**config.mk**
```make
export PLATFORM = sky130hd
export DESIGN_NAME = line_encoder_top
export DESIGN_NICKNAME = d
export VERILOG_FILES = /design/src/hw/line_code_pkg.sv /design/src/hw/symbol_if.sv /design/src/hw/enc_3b4b.sv /design/src/hw/enc_5b6b.sv /design/src/hw/line_encoder_top.sv /design/src/hw/serializer.sv /design/src/hw/symbol_fifo.sv
export SDC_FILE = /design/constraint.sdc
export NUM_CORES = 1
export LEC_CHECK = 0
export BUFFER_PORTS_ARGS = -buffer_cell sky130_fd_sc_hd__buf_4
export CORE_MARGIN = 3
export CORE_UTILIZATION = 40
export DETAILED_ROUTE_END_ITERATION = 12
export PLACE_DENSITY = 0.6
export REMOVE_ABC_BUFFERS = 1
export SYNTH_ARGS = -nofsm -noshare
export SYNTH_HDL_FRONTEND = slang
export SYNTH_SLANG_ARGS = --single-unit
```
**constraint.sdc**
```tcl
create_clock -name clk -period 6.7 [get_ports clk]
set_clock_uncertainty 0.05 [all_clocks]
set_input_delay 0.67 -clock clk [delete_from_list [all_inputs] [get_ports clk]]
set_output_delay 0.67 -clock clk [all_outputs]
set_load 0.01 [all_outputs]
```
**src/hw/line_code_pkg.sv**
```systemverilog
package line_code_pkg;

    // symbol and sub-block widths
    localparam int SYMBOL_W = 10;
    localparam int SUB6_W   = 6;
    localparam int SUB4_W   = 4;

    // din[4:0] value that marks K28.y when k is high
    localparam logic [4:0] K28_X = 5'd28;

    // hand-off from the 5b/6b stage to the 3b/4b stage, 12 bits
    typedef struct packed {
        logic [SUB6_W-1:0] sub6;   // abcdei, a in the msb
        logic [2:0]        hgf;    // upper input bits, y of D.x.y
        logic              k;      // K28 control character
        logic              rd_mid; // disparity after abcdei, 1 = positive
        logic              use_a7; // alternate x.A7 form required
    } half_t;

    // serializer states
    typedef enum logic {
        SER_IDLE,
        SER_SHIFT
    } ser_state_t;

endpackage

```
**src/hw/symbol_if.sv**
```systemverilog
`timescale 1ns/10ps

interface symbol_if;

    logic                              push;      // one-cycle write strobe
    logic [line_code_pkg::SYMBOL_W-1:0] wr_symbol; // abcdei fghj
    logic                              pop;       // removes head when not empty
    logic [line_code_pkg::SYMBOL_W-1:0] rd_symbol; // fall-through head
    logic                              empty;

    // encoder side, writes finished symbols
    modport enc (
        output push,
        output wr_symbol
    );

    // symbol buffer
    modport buff (
        input  push,
        input  wr_symbol,
        input  pop,
        output rd_symbol,
        output empty
    );

    // serializer side
    modport ser (
        output pop,
        input  rd_symbol,
        input  empty
    );

endinterface

```
**src/hw/enc_3b4b.sv**
```systemverilog
`timescale 1ns/10ps

module enc_3b4b (
    input  logic                 clk,
    input  logic                 rst_n,
    input  line_code_pkg::half_t half,
    input  logic                 half_valid,
    symbol_if.enc                sym
);

    logic [line_code_pkg::SUB4_W-1:0] base4;  // fghj at negative rd_mid
    logic                             alt4;   // complemented at positive rd_mid
    logic [line_code_pkg::SUB4_W-1:0] fghj;

    // 3b/4b table, f in bit 3
    always_comb begin
        case (half.hgf)
            3'd0:    {alt4, base4} = 5'b1_1011;
            3'd1:    {alt4, base4} = 5'b0_1001;
            3'd2:    {alt4, base4} = 5'b0_0101;
            3'd3:    {alt4, base4} = 5'b1_1100;
            3'd4:    {alt4, base4} = 5'b1_1101;
            3'd5:    {alt4, base4} = 5'b0_1010;
            3'd6:    {alt4, base4} = 5'b0_0110;
            default: begin
                if (half.use_a7) begin
                    {alt4, base4} = 5'b1_0111;  // A7
                end else begin
                    {alt4, base4} = 5'b1_1110;  // P7
                end
            end
        endcase
    end

    // K28.1, .2, .5 and .6 invert the balanced data forms
    // when the 6b block left the line negative
    always_comb begin
        if (alt4) begin
            fghj = half.rd_mid ? ~base4 : base4;
        end else if (half.k) begin
            fghj = half.rd_mid ? base4 : ~base4;
        end else begin
            fghj = base4;
        end
    end

    always_ff @(posedge clk or negedge rst_n) begin
        if (!rst_n) begin
            sym.push <= 1'b0;
        end else begin
            sym.push <= half_valid;
        end
    end

    always_ff @(posedge clk) begin
        if (half_valid) begin
            sym.wr_symbol <= {half.sub6, fghj}; // a goes out first
        end
    end

endmodule

```
**src/hw/enc_5b6b.sv**
```systemverilog
`timescale 1ns/10ps

module enc_5b6b (
    input  logic                 clk,
    input  logic                 rst_n,
    input  logic                 din_valid,  // one-cycle strobe
    input  logic [7:0]           din,        // HGF EDCBA
    input  logic                 k,          // control character request
    output line_code_pkg::half_t half,
    output logic                 half_valid
);

    logic [4:0]               x;         // EDCBA
    logic [2:0]               y;         // HGF
    logic                     is_k28;
    logic [5:0]               code6;     // form used at negative disparity
    logic                     alt6;      // code has a complement form
    logic [5:0]               sub6;
    logic                     rd;        // running disparity, 1 = positive
    logic                     rd_mid;
    logic                     rd_end;
    logic                     use_a7;
    line_code_pkg::half_t     half_next;

    assign x      = din[4:0];
    assign y      = din[7:5];
    assign is_k28 = k && (x == line_code_pkg::K28_X); // other K values go out as data

    // 5b/6b table, abcdei with a in bit 5
    always_comb begin
        case (x)
            5'd0:    {alt6, code6} = 7'b1_100111;
            5'd1:    {alt6, code6} = 7'b1_011101;
            5'd2:    {alt6, code6} = 7'b1_101101;
            5'd3:    {alt6, code6} = 7'b0_110001;
            5'd4:    {alt6, code6} = 7'b1_110101;
            5'd5:    {alt6, code6} = 7'b0_101001;
            5'd6:    {alt6, code6} = 7'b0_011001;
            5'd7:    {alt6, code6} = 7'b1_111000; // balanced but still alternates
            5'd8:    {alt6, code6} = 7'b1_111001;
            5'd9:    {alt6, code6} = 7'b0_100101;
            5'd10:   {alt6, code6} = 7'b0_010101;
            5'd11:   {alt6, code6} = 7'b0_110100;
            5'd12:   {alt6, code6} = 7'b0_001101;
            5'd13:   {alt6, code6} = 7'b0_101100;
            5'd14:   {alt6, code6} = 7'b0_011100;
            5'd15:   {alt6, code6} = 7'b1_010111;
            5'd16:   {alt6, code6} = 7'b1_011011;
            5'd17:   {alt6, code6} = 7'b0_100011;
            5'd18:   {alt6, code6} = 7'b0_010011;
            5'd19:   {alt6, code6} = 7'b0_110010;
            5'd20:   {alt6, code6} = 7'b0_001011;
            5'd21:   {alt6, code6} = 7'b0_101010;
            5'd22:   {alt6, code6} = 7'b0_011010;
            5'd23:   {alt6, code6} = 7'b1_111010;
            5'd24:   {alt6, code6} = 7'b1_110011;
            5'd25:   {alt6, code6} = 7'b0_100110;
            5'd26:   {alt6, code6} = 7'b0_010110;
            5'd27:   {alt6, code6} = 7'b1_110110;
            5'd28:   {alt6, code6} = 7'b0_001110;
            5'd29:   {alt6, code6} = 7'b1_101110;
            5'd30:   {alt6, code6} = 7'b1_011110;
            default: {alt6, code6} = 7'b1_101011; // D.31
        endcase
        if (is_k28) begin
            {alt6, code6} = 7'b1_001111;
        end
    end

    // positive disparity takes the complement
    assign sub6   = (alt6 && rd) ? ~code6 : code6;
    assign rd_mid = rd ^ ($countones(sub6) != 3);

    // x.A7 avoids a run of five equal bits across the sub-block edge
    assign use_a7 = (y == 3'd7) &&
                    (is_k28 ||
                     (!rd_mid && (x == 5'd17 || x == 5'd18 || x == 5'd20)) ||
                     (rd_mid && (x == 5'd11 || x == 5'd13 || x == 5'd14)));

    // 3b codes for y = 0, 4 and 7 are unbalanced
    assign rd_end = rd_mid ^ (y == 3'd0 || y == 3'd4 || y == 3'd7);

    always_comb begin
        half_next.sub6   = sub6;
        half_next.hgf    = y;
        half_next.k      = is_k28;
        half_next.rd_mid = rd_mid;
        half_next.use_a7 = use_a7;
    end

    always_ff @(posedge clk or negedge rst_n) begin
        if (!rst_n) begin
            rd         <= 1'b0; // starts negative
            half_valid <= 1'b0;
        end else begin
            half_valid <= din_valid;
            if (din_valid) begin
                rd <= rd_end;
            end
        end
    end

    // holds between strobes
    always_ff @(posedge clk) begin
        if (din_valid) begin
            half <= half_next;
        end
    end

endmodule

```
**src/hw/line_encoder_top.sv**
```systemverilog
`timescale 1ns/10ps

module line_encoder_top #(
    parameter int FIFO_DEPTH = 8
) (
    input  logic       clk,
    input  logic       rst_n,
    input  logic       din_valid,  // one-cycle strobe, only while busy is low
    input  logic [7:0] din,
    input  logic       k,
    output logic       busy,
    output logic       ser_valid,  // high on every serial bit
    output logic       ser_out
);

    line_code_pkg::half_t half;
    logic                 half_valid;

    symbol_if symbol_ch ();

    // stage 1, owns the running disparity
    enc_5b6b u_enc_5b6b (
        .clk        (clk),
        .rst_n      (rst_n),
        .din_valid  (din_valid),
        .din        (din),
        .k          (k),
        .half       (half),
        .half_valid (half_valid)
    );

    // stage 2, pushes the full symbol
    enc_3b4b u_enc_3b4b (
        .clk        (clk),
        .rst_n      (rst_n),
        .half       (half),
        .half_valid (half_valid),
        .sym        (symbol_ch.enc)
    );

    symbol_fifo #(
        .FIFO_DEPTH (FIFO_DEPTH)
    ) u_symbol_fifo (
        .clk   (clk),
        .rst_n (rst_n),
        .busy  (busy),
        .sym   (symbol_ch.buff)
    );

    serializer u_serializer (
        .clk       (clk),
        .rst_n     (rst_n),
        .ser_valid (ser_valid),
        .ser_out   (ser_out),
        .sym       (symbol_ch.ser)
    );

endmodule

```
**src/hw/serializer.sv**
```systemverilog
`timescale 1ns/10ps

module serializer (
    input  logic  clk,
    input  logic  rst_n,
    output logic  ser_valid,
    output logic  ser_out,
    symbol_if.ser sym
);

    line_code_pkg::ser_state_t                state;
    logic [line_code_pkg::SYMBOL_W-1:0]       shreg;
    logic [3:0]                               bit_cnt;   // 0..9 within a symbol
    logic                                     last_bit;

    assign last_bit = (state == line_code_pkg::SER_SHIFT) && (bit_cnt == 4'd9);

    // take a symbol when idle, or back to back at the tenth bit
    assign sym.pop = !sym.empty && ((state == line_code_pkg::SER_IDLE) || last_bit);

    always_ff @(posedge clk or negedge rst_n) begin
        if (!rst_n) begin
            state   <= line_code_pkg::SER_IDLE;
            shreg   <= '0;
            bit_cnt <= '0;
        end else if (sym.pop) begin
            state   <= line_code_pkg::SER_SHIFT;
            shreg   <= sym.rd_symbol;
            bit_cnt <= '0;
        end else if (state == line_code_pkg::SER_SHIFT) begin
            shreg <= {shreg[line_code_pkg::SYMBOL_W-2:0], 1'b0};
            if (last_bit) begin
                state   <= line_code_pkg::SER_IDLE; // fifo ran dry
                bit_cnt <= '0;
            end else begin
                bit_cnt <= bit_cnt + 4'd1;
            end
        end
    end

    // bit a first
    assign ser_out   = shreg[line_code_pkg::SYMBOL_W-1];
    assign ser_valid = (state == line_code_pkg::SER_SHIFT);

endmodule

```
**src/hw/symbol_fifo.sv**
```systemverilog
`timescale 1ns/10ps

module symbol_fifo #(
    parameter int FIFO_DEPTH = 8  // power of two, 4 or more
) (
    input  logic  clk,
    input  logic  rst_n,
    output logic  busy,
    symbol_if.buff sym
);

    localparam int AW = $clog2(FIFO_DEPTH);
    localparam logic [AW:0] DEPTH_C = FIFO_DEPTH[AW:0];
    localparam logic [AW:0] BUSY_LVL = DEPTH_C - 3; // two in flight plus the next strobe

    logic [line_code_pkg::SYMBOL_W-1:0] mem [FIFO_DEPTH];
    logic [AW-1:0]                      wr_ptr;
    logic [AW-1:0]                      rd_ptr;
    logic [AW:0]                        count;
    logic                               full;
    logic                               do_push;
    logic                               do_pop;

    assign full    = (count == DEPTH_C);
    assign do_push = sym.push && !full;
    assign do_pop  = sym.pop && !sym.empty;   // pop on empty is dropped

    always_ff @(posedge clk) begin
        if (do_push) begin
            mem[wr_ptr] <= sym.wr_symbol;
        end
    end

    always_ff @(posedge clk or negedge rst_n) begin
        if (!rst_n) begin
            wr_ptr <= '0;
            rd_ptr <= '0;
            count  <= '0;
        end else begin
            if (do_push) begin
                wr_ptr <= wr_ptr + 1'b1; // wraps, depth is a power of two
            end
            if (do_pop) begin
                rd_ptr <= rd_ptr + 1'b1;
            end
            case ({do_push, do_pop})
                2'b10:   count <= count + 1'b1;
                2'b01:   count <= count - 1'b1;
                default: count <= count;
            endcase
        end
    end

    assign sym.rd_symbol = mem[rd_ptr];   // fall-through head
    assign sym.empty     = (count == '0);
    assign busy          = (count > BUSY_LVL);

endmodule

```
Word-level counts from Yosys, hierarchy flattened

Memories as Yosys holds them, arrays and structs flattened.
Index checks and enable logic that the tools add are counted.

Equal/unequal tests: 20
Magnitude comparators: 1
Reduce and logical (&&, ||, !) cells: 27
Bitwise gates (word level): 5
Add/sub/neg operators: 10
Multiplexer cells: 20

Operators with widths:

| operator            | count |
|---|---|
| $add 32x32->32      | 2 |
| $mux 4              | 8 |
| $ne 32x3->1 const B | 1 |
| $pmux 4 s7          | 1 |
| $eq 5x5->1 const B  | 4 |
| $mux 10             | 2 |
| $eq 3x3->1 const B  | 5 |
| $eq 5x4->1 const B  | 3 |
| $mux 6              | 2 |
| $logic_and 1x1->1   | 9 |
| $logic_or 1x1->1    | 9 |
| $add 4x1->4 const B | 2 |
| $eq 4x4->1 const B  | 2 |
| $pmux 4 s2          | 1 |
| $add 1x1->2         | 3 |
| $add 3x1->3 const B | 2 |
| $eq 3x2->1 const B  | 2 |
| $logic_not 3->1     | 2 |
| $mux 1              | 6 |
| $not 6->6           | 1 |
| $gt 4x3->1 const B  | 1 |
| $logic_not 4->1     | 1 |
| $not 4->4           | 1 |
| $reduce_bool 2->1   | 2 |
| 8 further kinds     | 11 |

Logic and storage cells: 100
Memory bits (read-only): 224
Memories kept: 2
RAM bits: 80
Output and inout port bits: 3
Bits in registers: 50
Bits of input ports: 12

Memory list:

| name              | words | bits a word | read ports | clocked after memory_dff | wr ports | RTL line          | RTL |
|---|---|---|---|---|---|---|---|
| (name not given)  | 32    | 7           | 1          | 0                        | 0        | enc_5b6b.sv:31    | `case (x)` |
| u_symbol_fifo.mem | 8     | 10          | 1          | 0                        | 1        | symbol_fifo.sv:16 | `logic [line_code_pkg::SYMBOL_W-1:0] mem [FIFO_DEPTH];` |

Longest topological paths before layout

Gate-level depths: netlist of run 1.

Depth in word-level cells: 15
Gate-level depth with buffers: 14

Hierarchy

Synthesis of run 1 repeated with hierarchy kept, for this count alone.

Cells, all modules: 395
Area total of the unflattened synthesis: 6089.6 µm²

Modules (own cells, without submodules):

| module      | sequential area each (µm²) | area each (µm²) | cells each | times used |
|---|---|---|---|---|
| symbol_fifo | 2652.5                     | 3661.0          | 182        | 1 |
| enc_5b6b    | 410.4                      | 1137.3          | 111        | 1 |
| serializer  | 375.4                      | 726.9           | 60         | 1 |
| enc_3b4b    | 325.3                      | 564.3           | 42         | 1 |

Worst setup path before layout of run 1

OpenSTA, ideal clock, no wires.

Kind: input port to flip-flop
Start: input port din[0]
End: register u_enc_5b6b.half[0] (netlist name)
Setup slack: 2596 ps
Cell stages on the path: 13
Arrival time: 3797 ps
Setup time: 258 ps
Cell sequence: inv_1 > ha_1 > inv_1 > mux4_2 > o211ai_4 > xor2_1 > ha_1 > fa_1 > ha_1 > nor4bb_1 > xnor2_1 > mux2i_1 > a21oi_1

Elaborated cells between the ends (all ways): 31

RTL lines:

| what                                                 | RTL line              | RTL |
|---|---|---|
| from (decl)                                          | line_encoder_top.sv:9 | `input logic [7:0] din,` |
| branches (longest 4 deep; another with $mem_v2 32x7) | -                     |  |
| $mux 6 (*)                                           | enc_5b6b.sv:71        | `assign sub6 = (alt6 && rd) ? ~code6 : code6;` |
| via u_enc_5b6b.sub6[5]                               | enc_5b6b.sv:18        | `logic [5:0] sub6;` |
| $add 1x1->2 (implied by the code) (*)                | enc_5b6b.sv:72        | `assign rd_mid = rd ^ ($countones(sub6) != 3);` |
| $add 32x32->32 (implied by the code) (*)             | enc_5b6b.sv:72        |  |
| $ne 32x3->1 (*)                                      | enc_5b6b.sv:72        |  |
| $xor 1x1->1 (*)                                      | enc_5b6b.sv:72        |  |
| via u_enc_5b6b.rd_mid                                | enc_5b6b.sv:20        | `logic rd_mid;` |
| $logic_not 1->1                                      | enc_5b6b.sv:77        | `(!rd_mid && (x == 5'd17 \|\| x == 5'd18 \|\| x == 5'd20)) \|\|` |
| $logic_and 1x1->1                                    | enc_5b6b.sv:77        |  |
| $logic_or 1x1->1                                     | enc_5b6b.sv:76        | `(is_k28 \|\|` |
| $logic_or 1x1->1 (*)                                 | enc_5b6b.sv:77        |  |
| $logic_and 1x1->1 (*)                                | enc_5b6b.sv:75        | `assign use_a7 = (y == 3'd7) &&` |
| via u_enc_5b6b.use_a7                                | enc_5b6b.sv:22        | `logic use_a7;` |

Mark *: on every way through the listed nets, which the timed path passes.
A chain may end at the register's enable or synchronous reset.

Final worst setup path of run 1

Start: input port din[0]
End: register u_enc_5b6b.half[0] (netlist name)

Elaborated cells between the ends (all ways): 31

RTL lines:

| what                                                 | RTL line |
|---|---|
| branches (longest 4 deep; another with $mem_v2 32x7) | - |
| $mux 6 (*)                                           | enc_5b6b.sv:71 |
| via u_enc_5b6b.sub6[5]                               | enc_5b6b.sv:18 |
| $add 1x1->2 (implied by the code) (*)                | enc_5b6b.sv:72 |
| $add 32x32->32 (implied by the code) (*)             | enc_5b6b.sv:72 |
| $ne 32x3->1 (*)                                      | enc_5b6b.sv:72 |
| $xor 1x1->1 (*)                                      | enc_5b6b.sv:72 |
| via u_enc_5b6b.rd_mid                                | enc_5b6b.sv:20 |
| $logic_not 1->1                                      | enc_5b6b.sv:77 |
| $logic_and 1x1->1                                    | enc_5b6b.sv:77 |
| $logic_or 1x1->1                                     | enc_5b6b.sv:76 |
| $logic_or 1x1->1 (*)                                 | enc_5b6b.sv:77 |
| $logic_and 1x1->1 (*)                                | enc_5b6b.sv:75 |
| via u_enc_5b6b.use_a7                                | enc_5b6b.sv:22 |

Marked as above.

==> summary.md, run 1 <==
| Metric | Value |
|---|---|
| Result of the run | `completed` |
| Global route total overflow | `0` |
| Type of destination of the critical path | `register` |
| Post-route fraction of the period consumed by the critical path | `between 60 and 70%` |
| Layout cell share with drive strength beyond 1 | `about a fifth` |
| Critical Path Fanout Max | `7` |
| Final GP Congestion | `approximately 0.86` |
| Minimum period implied by the final worst setup slack | `just over 4 ns` |
| Number of hold violations in the final report | `0` |
| Via density | `roughly 5.4` |
| Gate Count Post-Synth | `375` |
| Post-detail-place hpwl | `6610 um` |
| Register area | `3760 sq um` |
| Final net count | `about 430` |
| Final number of setup-violating endpoints | `0` |
| Setup repair after global routing missed its margin | `false` |
| Sequential share of the synthesized area | `64.9%` |
| Clk buf depth | `2` |
| Category of the most critical setup path | `input pin to register` |
| Part of the power in the clock network | `between 30% and 40%` |
| Share of total power consumed by net switching | `28.1%` |
| IO Count | `15` |
| Yosys warns | `0` |
| Root buffer cell | `sky130_fd_sc_hd__clkbuf_16` |
| Total count of max-transition violations in the final report | `0` |
| Post-synth ARST share | `a little over a fifth` |
| Via count of the first global-routing pass | `roughly 3300` |
| Maximum operating frequency | `around 240 MHz` |
| Post-Synthesis Cell Area | `about 5800 sq um` |
| Path category of the worst min-delay check | `input pin to asynchronous set/reset pin` |
| Most common cell in the synthesized netlist | `sky130_fd_sc_hd__edfxtp_1` |
| Combinational fraction of design power | `a little under a quarter` |
| Number of enable flip-flop cells after synthesis | `around 100` |
| Number of H-tree levels | `4` |
| Crit start category | `input pin` |
| Aggregate global-route resource usage | `between 10 and 15%` |
| Clock buffers created by TritonCTS | `17` |
| Vertical die dimension | `126 um` |
| Met1 routing resource usage after global routing | `17.8%` |
| Register bit total from synthesis | `130` |
| Initial standard-cell utilization of the core | `41.3%` |
| Clk pin slew, worst setup/hold paths | `around 0.05 ns` |
| Power Density | `roughly 440 nW/um^2` |
| Diode count | `0` |
| Leakage | `between 2 and 2.5 nW` |
| Pin count of the biggest net entering global routing | `29` |
| Post-synthesis to final-layout area growth | `16.3%` |
| Mean cell area of the mapped netlist | `between 15 and 20 sq um` |
| Power consumption | `roughly 3.0 mW` |
| Data required time of the worst path | `6.82 ns` |
| Cell Rows | `43` |
| Number of design rule violations left after detail routing | `0` |
| Routed length per instance | `17.5 um` |
| Net load switching power | `between 800 and 900 uW` |
| Most used routing layer in global routing | `met2` |
| 1st-pass router iterations | `4` |
| Sink count of the clock tree | `130` |
| Worst Max-Slew Pin Slew | `~1.2 ns` |
| Count of cells resized by post-cts repair | `0` |
| Worst path arrival time | `between 4 and 5 ns` |
| Top flip-flop cell by instance count after synthesis | `sky130_fd_sc_hd__edfxtp_1` |
| Global Route met3 Usage | `3.92%` |
| First-pass GRT wire length | `roughly 17000 um` |
| Die footprint | `16000 sq um` |
| Remaining number of nets flagged by the antenna check after routing | `0` |
| Initial drt markers | `167` |
| Worst ir drop on vdd | `approximately 0.2 mV` |
| Placeable core area | `14000 sq um` |
| Accumulated negative setup slack | `0 ns` |
| Part of the total power dissipated in sequential elements | `between 40% and 50%` |
| Number of antenna violations at the first check in global routing | `0` |
| Number of filler instances in the final layout | `roughly 1200` |
| Dominant cell type by area after synthesis | `sky130_fd_sc_hd__edfxtp_1` |
| Aggregate routed wire length | `10300 um` |
| Area of the multi-input gates | `1890 sq um` |
| Clock tree from TritonCTS | `done` |
| Worst slew margin relative to its limit | `21.1%` |
| Die outline width | `roughly 130 um` |
| Commonest cells in the netlist | `sky130_fd_sc_hd__edfxtp_1, sky130_fd_sc_hd__dfrtp_1, sky130_fd_sc_hd__mux4_2, sky130_fd_sc_hd__nand2_1, sky130_fd_sc_hd__ha_1` |
| Distinct cell type count after synthesis | `45` |
| Area share of the leading cell type in the synthesized netlist | `a little over half` |
| Int Pwr | `between 2 and 2.5 mW` |
| Worst-skew pair later-pin latency | `0.41 ns` |
| Max-cap viol count | `0` |
| I/O Buffers | `14` |
| Grt met2 use | `between 20 and 25%` |
| Biggest area contributors in the synthesized netlist | `sky130_fd_sc_hd__edfxtp_1, sky130_fd_sc_hd__dfrtp_1, sky130_fd_sc_hd__mux4_2` |
| Quantity of hold-fixing buffers added after cts | `0` |
| Post-CTS setup-driven buffer insertion count | `0` |
| Via count | `around 3200` |
cells in the final DEF (no fill, tap or decap), types with 3 or more instances in the layout:
master / netlist / routed
sky130_fd_sc_hd__a21oi_1: 15 / 15
sky130_fd_sc_hd__buf_4: 0 / 19
sky130_fd_sc_hd__bufinv_16: 0 / 6
sky130_fd_sc_hd__clkbuf_16: 0 / 17
sky130_fd_sc_hd__clkinv_2: 0 / 3
sky130_fd_sc_hd__clkinvlp_4: 0 / 3
sky130_fd_sc_hd__dfrtp_1: 28 / 28
sky130_fd_sc_hd__edfxtp_1: 102 / 102
sky130_fd_sc_hd__fa_1: 3 / 3
sky130_fd_sc_hd__ha_1: 19 / 19
sky130_fd_sc_hd__inv_1: 14 / 14
sky130_fd_sc_hd__mux2_2: 3 / 3
sky130_fd_sc_hd__mux2i_1: 13 / 13
sky130_fd_sc_hd__mux4_2: 22 / 22
sky130_fd_sc_hd__nand2_1: 22 / 22
sky130_fd_sc_hd__nand2b_1: 6 / 6
sky130_fd_sc_hd__nand3_1: 5 / 5
sky130_fd_sc_hd__nor2_1: 13 / 13
sky130_fd_sc_hd__nor2b_1: 4 / 4
sky130_fd_sc_hd__nor3_1: 5 / 5
sky130_fd_sc_hd__o21ai_0: 14 / 14
sky130_fd_sc_hd__o22ai_1: 11 / 11
sky130_fd_sc_hd__or3_1: 4 / 4
sky130_fd_sc_hd__xnor2_1: 7 / 7
sky130_fd_sc_hd__xor2_1: 14 / 14
routing by layer:
| metal | up-vias | wire length (um) |
|---|---|---|
| met4 | 0 | 169 |
| li1 | 1482 | - |
| met2 | 69 | 5060 |
| met5 | - | 0 |
| met3 | 13 | 381 |
| met1 | 1594 | 4660 |
flip-flops by register name, indices dropped and copies added, names as in the netlist:
| register | count |
|---|---|
| u_enc_5b6b.half_valid | 1 |
| u_serializer.ser_valid | 1 |
| u_enc_5b6b.rd | 1 |
| u_enc_3b4b.sym.push | 1 |
| u_serializer.shreg | 10 |
| u_enc_5b6b.half | 12 |
| u_symbol_fifo.count | 4 |
| u_enc_3b4b.sym.wr_symbol | 10 |
| u_symbol_fifo.wr_ptr | 3 |
| u_serializer.bit_cnt | 4 |
| u_symbol_fifo.mem | 80 |
| u_symbol_fifo.rd_ptr | 3 |
cell type report:
type                            count  area share [%]
Tap cell                          180            3.34
Clock buffer                       17            6.31
Clock inverter                     15            3.54
Timing Repair Buffer               19            2.11
Multi-Input combinational cell    211            28.0
Sequential cell                   130            55.8
Inverter                           16           0.890
critical path, stage by stage:
cell,delay (ns)
sky130_fd_sc_hd__buf_4,0.12
sky130_fd_sc_hd__inv_1,0.08
sky130_fd_sc_hd__ha_1,0.35
sky130_fd_sc_hd__inv_1,0.05
sky130_fd_sc_hd__mux4_2,0.47
sky130_fd_sc_hd__o211ai_4,0.32
sky130_fd_sc_hd__xor2_1,0.27
sky130_fd_sc_hd__ha_1,0.30
sky130_fd_sc_hd__fa_1,0.43
sky130_fd_sc_hd__ha_1,0.27
sky130_fd_sc_hd__nor4bb_1,0.34
sky130_fd_sc_hd__xnor2_1,0.25
sky130_fd_sc_hd__mux2i_1,0.22
sky130_fd_sc_hd__a21oi_1,0.08
stage by stage:
step	util [%]	area, sq um	setup slack [ns]	instances	hold slack [ns]
floorplan	-	5710	2.60	357	0.324
global placement	43.3	6080	2.30	556	0.353
detailed placement	43.3	6080	2.14	556	0.356
CTS	48.0	6750	2.59	588	0.129
global route	48.0	6750	2.37	588	0.151
finish	48.0	6750	2.59	588	0.128
power groups by stage:
stage | registers [mW] | logic, mW | clock network, mW
6_report | 1.25 | 0.718 | 1.03
3_3_place_gp | 1.26 | 0.711 | 0
4_1_cts | 1.26 | 0.735 | 1.05
2_1_floorplan | 1.24 | 0.529 | 0
5_1_grt | 1.28 | 0.816 | 1.08
3_5_place_dp | 1.27 | 0.731 | 0
path summary, 6_finish.rpt:
check	from	end	slack, ns	cells past startpoint
setup / recovery	din[0]	u_enc_5b6b.half[0]	2.59	14
hold / removal	rst_n	u_symbol_fifo.count[2]	0.13	1
setup reg to reg	u_enc_5b6b.rd	u_enc_5b6b.half[0]	3.46	10
hold reg to reg	u_enc_5b6b.half[8]	u_enc_3b4b.sym.wr_symbol[6]	0.37	0
max in group asynchronous	rst_n	u_serializer.shreg[8]	6.20	1
min in group clk	u_enc_5b6b.half[8]	u_enc_3b4b.sym.wr_symbol[6]	0.37	0
logic make-up (layout without fill, tap and decap cells):
group | count (synthesis) | after routing | share of synthesized area, %
AO/OA/AOI/OAI | 59 | 59 | 6.67
XOR/XNOR | 21 | 21 | 3.17
adder cells (fa/ha/maj) | 23 | 23 | 5.31
buffers and inverters | 34 | 67 | 2.50
flip-flops | 130 | 130 | 64.9
multiplexers | 38 | 38 | 11.4
AND/OR/NAND/NOR | 70 | 70 | 6.08
(Power assumes the default switching activity.)
==> inputs of run 2 (changes only) <==
Settings changed: ABC_AREA from default to 1.
Clock period 6.7 ns to 4.28 ns, I/O delays scaled along.
==> run 2 against run 1 <==
Against the previous run:
- critical path depth grew 8
- power grew 48%
- design area grew 1.4%
- clock power grew 36%
- critical path type unchanged
- highest routed layer unchanged
==> summary.md, run 2 <==
| Metric | Value |
|---|---|
| Worst slew margin relative to its limit | `19.5%` |
| Initial standard-cell utilization of the core | `between 40% and 50%` |
| Clk buf depth | `2` |
| Biggest area contributors in the synthesized netlist | `sky130_fd_sc_hd__edfxtp_1, sky130_fd_sc_hd__dfrtp_1, sky130_fd_sc_hd__nor2_1` |
| Leakage | `about 2.7 nW` |
| IO Count | `15` |
| Aggregate global-route resource usage | `15.8%` |
| Maximum single-stage delay on the critical path | `between 0.4 and 0.5 ns` |
| 1st-pass router iterations | `5` |
| Worst-skew pair later-pin latency | `~0.41 ns` |
| Aggregate routed wire length | `between 10000 and 15000 um` |
| Critical Path Fanout Max | `7` |
| Cell at the slowest stage of the critical path | `sky130_fd_sc_hd__fa_1` |
| Via count | `roughly 4000` |
| Routed length per instance | `15.4 um` |
| Top flip-flop cell by instance count after synthesis | `sky130_fd_sc_hd__edfxtp_1` |
| Final GP Congestion | `approximately 0.87` |
| Commonest non-fill, non-tap cells in the layout | `sky130_fd_sc_hd__edfxtp_1, sky130_fd_sc_hd__nor2_1, sky130_fd_sc_hd__nand2_1` |
| Post-detail-place hpwl | `7770 um` |
| Post-synth ARST share | `about 22%` |
| Layout Utilization | `46.9%` |
| Final net count | `about 610` |
| Number of antenna violations at the first check in global routing | `0` |
| Most common library cell in the layout ignoring fill and taps | `sky130_fd_sc_hd__edfxtp_1` |
| Placeable core area | `14600 sq um` |
| Registers with the most flip-flops | `u_symbol_fifo.mem (80), u_enc_5b6b.half (12)` |
| Worst Hold Depth | `1` |
| Top register by number of flip-flops | `u_symbol_fifo.mem` |
| Most repeated library cell on the critical path | `sky130_fd_sc_hd__nand2_1` |
| Maximum operating frequency | `roughly 310 MHz` |
| Via count of the first global-routing pass | `between 3000 and 4000` |
| Worst Max-Slew Pin Slew | `approximately 1.2 ns` |
| Placed Instances | `around 740` |
| Data required time of the worst path | `roughly 4.4 ns` |
| Accumulated negative setup slack | `0 ns` |
| Die outline width | `around 130 um` |
| Number of enable flip-flop cells after synthesis | `102` |
| Die footprint | `between 15000 and 20000 sq um` |
| Minimum period implied by the final worst setup slack | `about 3.2 ns` |
| Post-synthesis to final-layout area growth | `14.2%` |
| Count of cells resized by post-cts repair | `0` |
| Number of hold violations in the final report | `0` |
| Crit start category | `input pin` |
| Register bit total from synthesis | `130` |
| Initial drt markers | `about 220` |
| Post-Synthesis Cell Area | `around 6000 sq um` |
| Cell Rows | `between 40 and 50` |
| Type of destination of the critical path | `register` |
| Worst path arrival time | `3.29 ns` |
| Remaining number of nets flagged by the antenna check after routing | `0` |
| Via density | `~5` |
| Gate Count Post-Synth | `roughly 560` |
| Sequential share of the synthesized area | `a little over three fifths` |
| Total count of max-transition violations in the final report | `0` |
| I/O Buffers | `14` |
| Clock buffers created by TritonCTS | `17` |
| Worst Setup Slack post-DPL | `roughly 0.68 ns` |
| Dominant cell type by area after synthesis | `sky130_fd_sc_hd__edfxtp_1` |
| Start of the worst register-to-register path | `u_serializer.bit_cnt[0]` |
| Worst Slack Setup Final | `approximately 1.1 ns` |
| Diode count | `0` |
| Power Density | `between 600 and 700 nW/um^2` |
| Max-cap viol count | `0` |
| Max FFs per register | `80` |
| Root buffer cell | `sky130_fd_sc_hd__clkbuf_16` |
| Startpoint of the worst setup timing path | `din[0]` |
| Global route total overflow | `0` |
| Startpoint of the lowest-slack hold path | `din[7]` |
| Area share of the leading cell type in the synthesized netlist | `51.1%` |
| Sink count of the clock tree | `130` |
| Most common cell in the synthesized netlist | `sky130_fd_sc_hd__edfxtp_1` |
| Worst reg2reg path depth | `12` |
| Clock tree from TritonCTS | `done` |
| Worst ir drop on vdd | `0.303 mV` |
| Dpl cell area | `6250 sq um` |
| Clk pin slew, worst setup/hold paths | `around 0.050 ns` |
| Critical Path, Cell by Cell | `buf_4 -> inv_1 -> ha_1 -> inv_1 -> nand2_1 -> nand2_1 -> nand2_1 -> nand2_1 -> nand2_1 -> nand3_4 -> nand2_4 -> nand2_1 -> nand2_1 -> ha_1 -> fa_1 -> ha_1 -> nor2_1 -> nand3_1 -> nand2_1 -> nand2_1 -> a21oi_1 -> a21oi_1` |
| Final number of setup-violating endpoints | `0` |
| Distinct cell type count after synthesis | `35` |
| Setup repair after global routing missed its margin | `false` |
| Pin count of the biggest net entering global routing | `43` |
| Commonest cells in the netlist | `sky130_fd_sc_hd__edfxtp_1, sky130_fd_sc_hd__nor2_1, sky130_fd_sc_hd__nand2_1, sky130_fd_sc_hd__o21ai_0, sky130_fd_sc_hd__nand3_1` |
| Post-route fraction of the period consumed by the critical path | `74.2%` |
| Result of the run | `completed` |
| Yosys warns | `0` |
| Mean cell area of the mapped netlist | `roughly 11 sq um` |
| Number of H-tree levels | `4` |
| Layout cell share with drive strength beyond 1 | `between 10% and 20%` |
| Path category of the worst min-delay check | `input pin to register` |
| Number of standard cells in the final layout excluding fillers | `around 780` |
| Number of design rule violations left after detail routing | `0` |
| First-pass GRT wire length | `19900 um` |
| Category of the most critical setup path | `input pin to register` |
| Vertical die dimension | `approximately 130 um` |
| Post-route design area | `between 6000 and 7000 sq um` |
run 2: cell count changes in the layout (fill, tap and decap cells not counted), sizes merged, moves of 6 or more:
cell | before | now
inv | 16 | 42
nand2b | 6 | 0
nand3 | 5 | 46
nor2 | 13 | 90
mux2i | 13 | 0
o211ai | 1 | 7
mux4 | 22 | 0
nand2 | 22 | 86
o21ai | 16 | 67
clkbuf | 17 | 26
run 2: path summary, 6_finish.rpt:
path	to	slack (ns)
max	u_enc_5b6b.half[0]	1.10
min	u_enc_5b6b.half[5]	0.15
max reg2reg	u_symbol_fifo.count[3]	1.36
min reg2reg	u_enc_3b4b.sym.wr_symbol[7]	0.37
max in group asynchronous	u_enc_5b6b.half_valid	3.47
min in group asynchronous	u_serializer.ser_valid	0.44
run 2: stage by stage:
step                      total power, mW  hold slack (ns)
after floorplan                      2.67           0.0824
after global placement               3.03            0.325
after detailed placement             3.07            0.325
after CTS                            4.48            0.134
after global routing                 4.75            0.133
final                                4.43            0.155
run 2: layout make-up:
type | count | area [sq um]
clock buffers | 26 | 499
clock inverters | 6 | 80.1
multi-input cells | 366 | 1950
well taps | 184 | 230
repair buffers | 21 | 160
fillers | 1321 | 7750
flip-flops and latches | 130 | 3760
inverters | 42 | 158
run 2: metal layers:
layer | vias to the layer above | share of wire (%) | track usage, %
li1 | 1970 | - | -
met2 | 95 | 50 | 26.1
met5 | - | 0 | 0
met4 | 0 | 1.5 | 6.68
met1 | 1906 | 43 | 19.4
met3 | 13 | 5.2 | 4.77
run 2: kinds of logic (layout without fill, tap and decap cells):
family          count (synthesis)  in the layout  share of synthesized area (%)
fa+ha+maj                      22             22                           4.97
simple gates                  230            230                           16.6
buf+inv                        63             95                           4.64
flops                         130            130                           62.8
xor+xnor                       12             12                           1.75
compound gates                102            102                           9.21
run 2: power by group:
group	internal [mW]	total, mW	switching, mW
logic	0.409	1.18	0.770
registers	1.69	1.85	0.164
clock network	0.914	1.40	0.483
run 2: worst max-delay path: cells and delay by family:
kind | cells | cell delay (ns)
fa+ha+maj | 4 | 1.29
buf+inv | 3 | 0.31
compound gates | 2 | 0.23
simple gates | 13 | 1.04
run 2: repair_timing:
item / in CTS / in global routing
endpoints found under the hold margin: 28 / 0
setup buffers: 0 / 0
hold buffers: 1 / 0
==> inputs of run 3 (changes only) <==
Settings changed: ABC_AREA 1 to 0, PLACE_DENSITY 0.6 to 0.62.
Clock period 4.28 ns to 2.6 ns, I/O delays scaled along.
==> run 3 against run 2 <==
Against the previous run:
- the flow now finishes with violations (setup timing)
- largest power group unchanged
- critical path depth is 7 lower
- non-clock buffer count is 44 higher
- clock-buffer cell count is 1 lower
- via count is 19% lower
- worst setup slack worse by 1.7 ns
- sequential power is 70% higher
- cell count is 18% lower
- die area is 3.0% lower
- worst hold slack worse by 0.095 ns
- clock power is 58% higher
- highest routed layer unchanged
- critical path type unchanged
==> summary.md, run 3 (synthesized netlist as in run 1, its figures left out) <==
| Metric | Value |
|---|---|
| Number of hold violations in the final report | `0` |
| Accumulated negative setup slack | `-1.60 ns` |
| Result of the run | `finished, violations left` |
| Worst Max-Slew Pin Slew | `approximately 1.1 ns` |
| Most common library cell in the layout ignoring fill and taps | `sky130_fd_sc_hd__edfxtp_1` |
| Max FFs per register | `80` |
| Aggregate routed wire length | `roughly 11000 um` |
| Leakage | `roughly 2.7 nW` |
| IO Count | `15` |
| Worst path arrival time | `between 3 and 4 ns` |
| Maximum operating frequency | `~310 MHz` |
| First-pass GRT wire length | `roughly 17000 um` |
| Die footprint | `around 16000 sq um` |
| R2r setup slk | `-0.54 ns` |
| Vertical die dimension | `about 130 um` |
| Worst Slack Setup Final | `-0.625 ns` |
| Number of design rule violations left after detail routing | `0` |
| Max-cap viol count | `0` |
| Total count of max-transition violations in the final report | `0` |
| Cell Rows | `43` |
| Violated checks | `setup timing` |
| Number of antenna violations at the first check in global routing | `0` |
| Aggregate global-route resource usage | `approximately 14%` |
| Commonest non-fill, non-tap cells in the layout | `sky130_fd_sc_hd__edfxtp_1, sky130_fd_sc_hd__buf_4, sky130_fd_sc_hd__dfrtp_1` |
| Power consumption | `7.83 mW` |
| Worst Hold Depth | `1` |
| Placed Instances | `between 500 and 600` |
| I/O Buffers | `14` |
| Initial standard-cell utilization of the core | `about 41%` |
| Remaining number of nets flagged by the antenna check after routing | `0` |
| Top register by number of flip-flops | `u_symbol_fifo.mem` |
| Die outline width | `126 um` |
| Clock tree from TritonCTS | `done` |
| Crit start category | `input pin` |
| Worst slew margin relative to its limit | `24.3%` |
| Post-route fraction of the period consumed by the critical path | `124%` |
| Initial drt markers | `around 180` |
| Post-synthesis to final-layout area growth | `24.1%` |
| Diode count | `0` |
| Number of standard cells in the final layout excluding fillers | `between 600 and 700` |
| Via count of the first global-routing pass | `3438` |
| Number of H-tree levels | `4` |
| Sink count of the clock tree | `130` |
| Final GP Congestion | `between 0.8 and 0.9` |
| Minimum period implied by the final worst setup slack | `between 3 and 4 ns` |
| Clock buffers created by TritonCTS | `17` |
| Routed length per instance | `around 17 um` |
| Root buffer cell | `sky130_fd_sc_hd__clkbuf_16` |
| Setup repair after global routing missed its margin | `true` |
| 1st-pass router iterations | `4` |
| Final net count | `around 480` |
| Type of destination of the critical path | `register` |
| Critical Path Fanout Max | `6` |
| Final number of setup-violating endpoints | `3` |
| Pin count of the biggest net entering global routing | `29` |
| Post-detail-place hpwl | `7060 um` |
| Global route total overflow | `0` |
| Registers with the most flip-flops | `u_symbol_fifo.mem (80), u_enc_5b6b.half (12)` |
| Worst reg2reg path depth | `11` |
| Worst ir drop on vdd | `between 0.6 and 0.7 mV` |
| Layout cell share with drive strength beyond 1 | `approximately 29%` |
| Data required time of the worst path | `around 2.7 ns` |
| Via count | `about 3200` |
| Startpoint of the lowest-slack hold path | `din_valid` |
| Via density | `a little over 5` |
| Path category of the worst min-delay check | `input pin to register` |
| Start of the worst register-to-register path | `u_enc_5b6b.rd` |
| Category of the most critical setup path | `input pin to register` |
| Clk buf depth | `2` |
| End of the worst register-to-register path | `u_enc_5b6b.half[0]` |
| Placeable core area | `~14000 sq um` |
| Worst-skew pair later-pin latency | `0.40 ns` |
| Clk pin slew, worst setup/hold paths | `approximately 0.050 ns` |
| Worst min-delay path endpoint | `u_enc_5b6b.half_valid` |
| Number of filler instances in the final layout | `roughly 1200` |
| Power Density | `~1100 nW/um^2` |
## run 3: power by group
part | internal, mW | switching [mW] | total, mW
Combinational | 1.35 | 1.12 | 2.47
Clock | 1.43 | 0.781 | 2.21
Sequential | 2.82 | 0.335 | 3.15
Total | 5.60 | 2.24 | 7.83
## run 3: critical path, stage by stage
cell	delay (ns)
sky130_fd_sc_hd__buf_8	0.08
sky130_fd_sc_hd__inv_6	0.03
sky130_fd_sc_hd__ha_4	0.26
sky130_fd_sc_hd__inv_2	0.03
sky130_fd_sc_hd__mux4_2	0.47
sky130_fd_sc_hd__o211ai_4	0.19
sky130_fd_sc_hd__buf_12	0.18
sky130_fd_sc_hd__xor2_2	0.08
sky130_fd_sc_hd__ha_1	0.22
sky130_fd_sc_hd__fa_1	0.51
sky130_fd_sc_hd__ha_4	0.29
sky130_fd_sc_hd__nor4bb_4	0.25
sky130_fd_sc_hd__xnor2_2	0.18
sky130_fd_sc_hd__mux2i_1	0.22
sky130_fd_sc_hd__a21oi_1	0.08
## run 3: per-stage QoR
step                hold WS [ns]  setup slack (ns)  util [%]  cell area (sq um)
global placement           0.149             -1.28      45.3               6360
detailed placement         0.156             -1.39      45.3               6360
floorplan                -0.0856             -1.09         -               5710
CTS                       0.0362            -0.603      51.2               7190
global route              0.0421            -0.786      51.3               7200
finish                    0.0596            -0.625      51.3               7200
## run 3: metal layers
layer,GRT usage (%),vias up,share of wire [%]
li1,-,1560,-
met1,17.1,1615,44
met2,24.0,55,52
met3,3.83,9,2.5
met4,6.31,0,1.3
met5,0,-,0
## run 3: worst max path at each step
stage | cells past startpoint | end | slack [ns] | startpoint
after CTS | 15 | u_enc_5b6b.half[0] | -0.60 | din[0]
after global routing | 15 | u_enc_5b6b.half[0] | -0.79 | din[1]
after global placement | 14 | u_enc_5b6b.half[0] | -1.28 | din[0]
final | 15 | u_enc_5b6b.half[0] | -0.63 | din[0]
after floorplan | 13 | u_enc_5b6b.half[0] | -1.09 | din[0]
after detailed placement | 14 | u_enc_5b6b.half[0] | -1.39 | din[0]
## run 3: cell type report
type	instances	area, sq um	share of cell area [%]
flip-flops and latches	130	3760	52.3
multi-input cells	211	2050	28.5
repair buffers	65	538	7.47
clock buffers	25	465	6.47
well taps	180	225	3.13
clock inverters	7	83.8	1.16
inverters	16	67.6	0.939
## run 3: repair_timing
action | in CTS | in global routing
hold buffers | 4 | 0
hold endpoints to repair | 31 | 0
setup endpoints to repair | 3 | 4
gates resized for setup | 31 | 1
pin swaps | 14 | 2
buffers inserted | 5 | 1
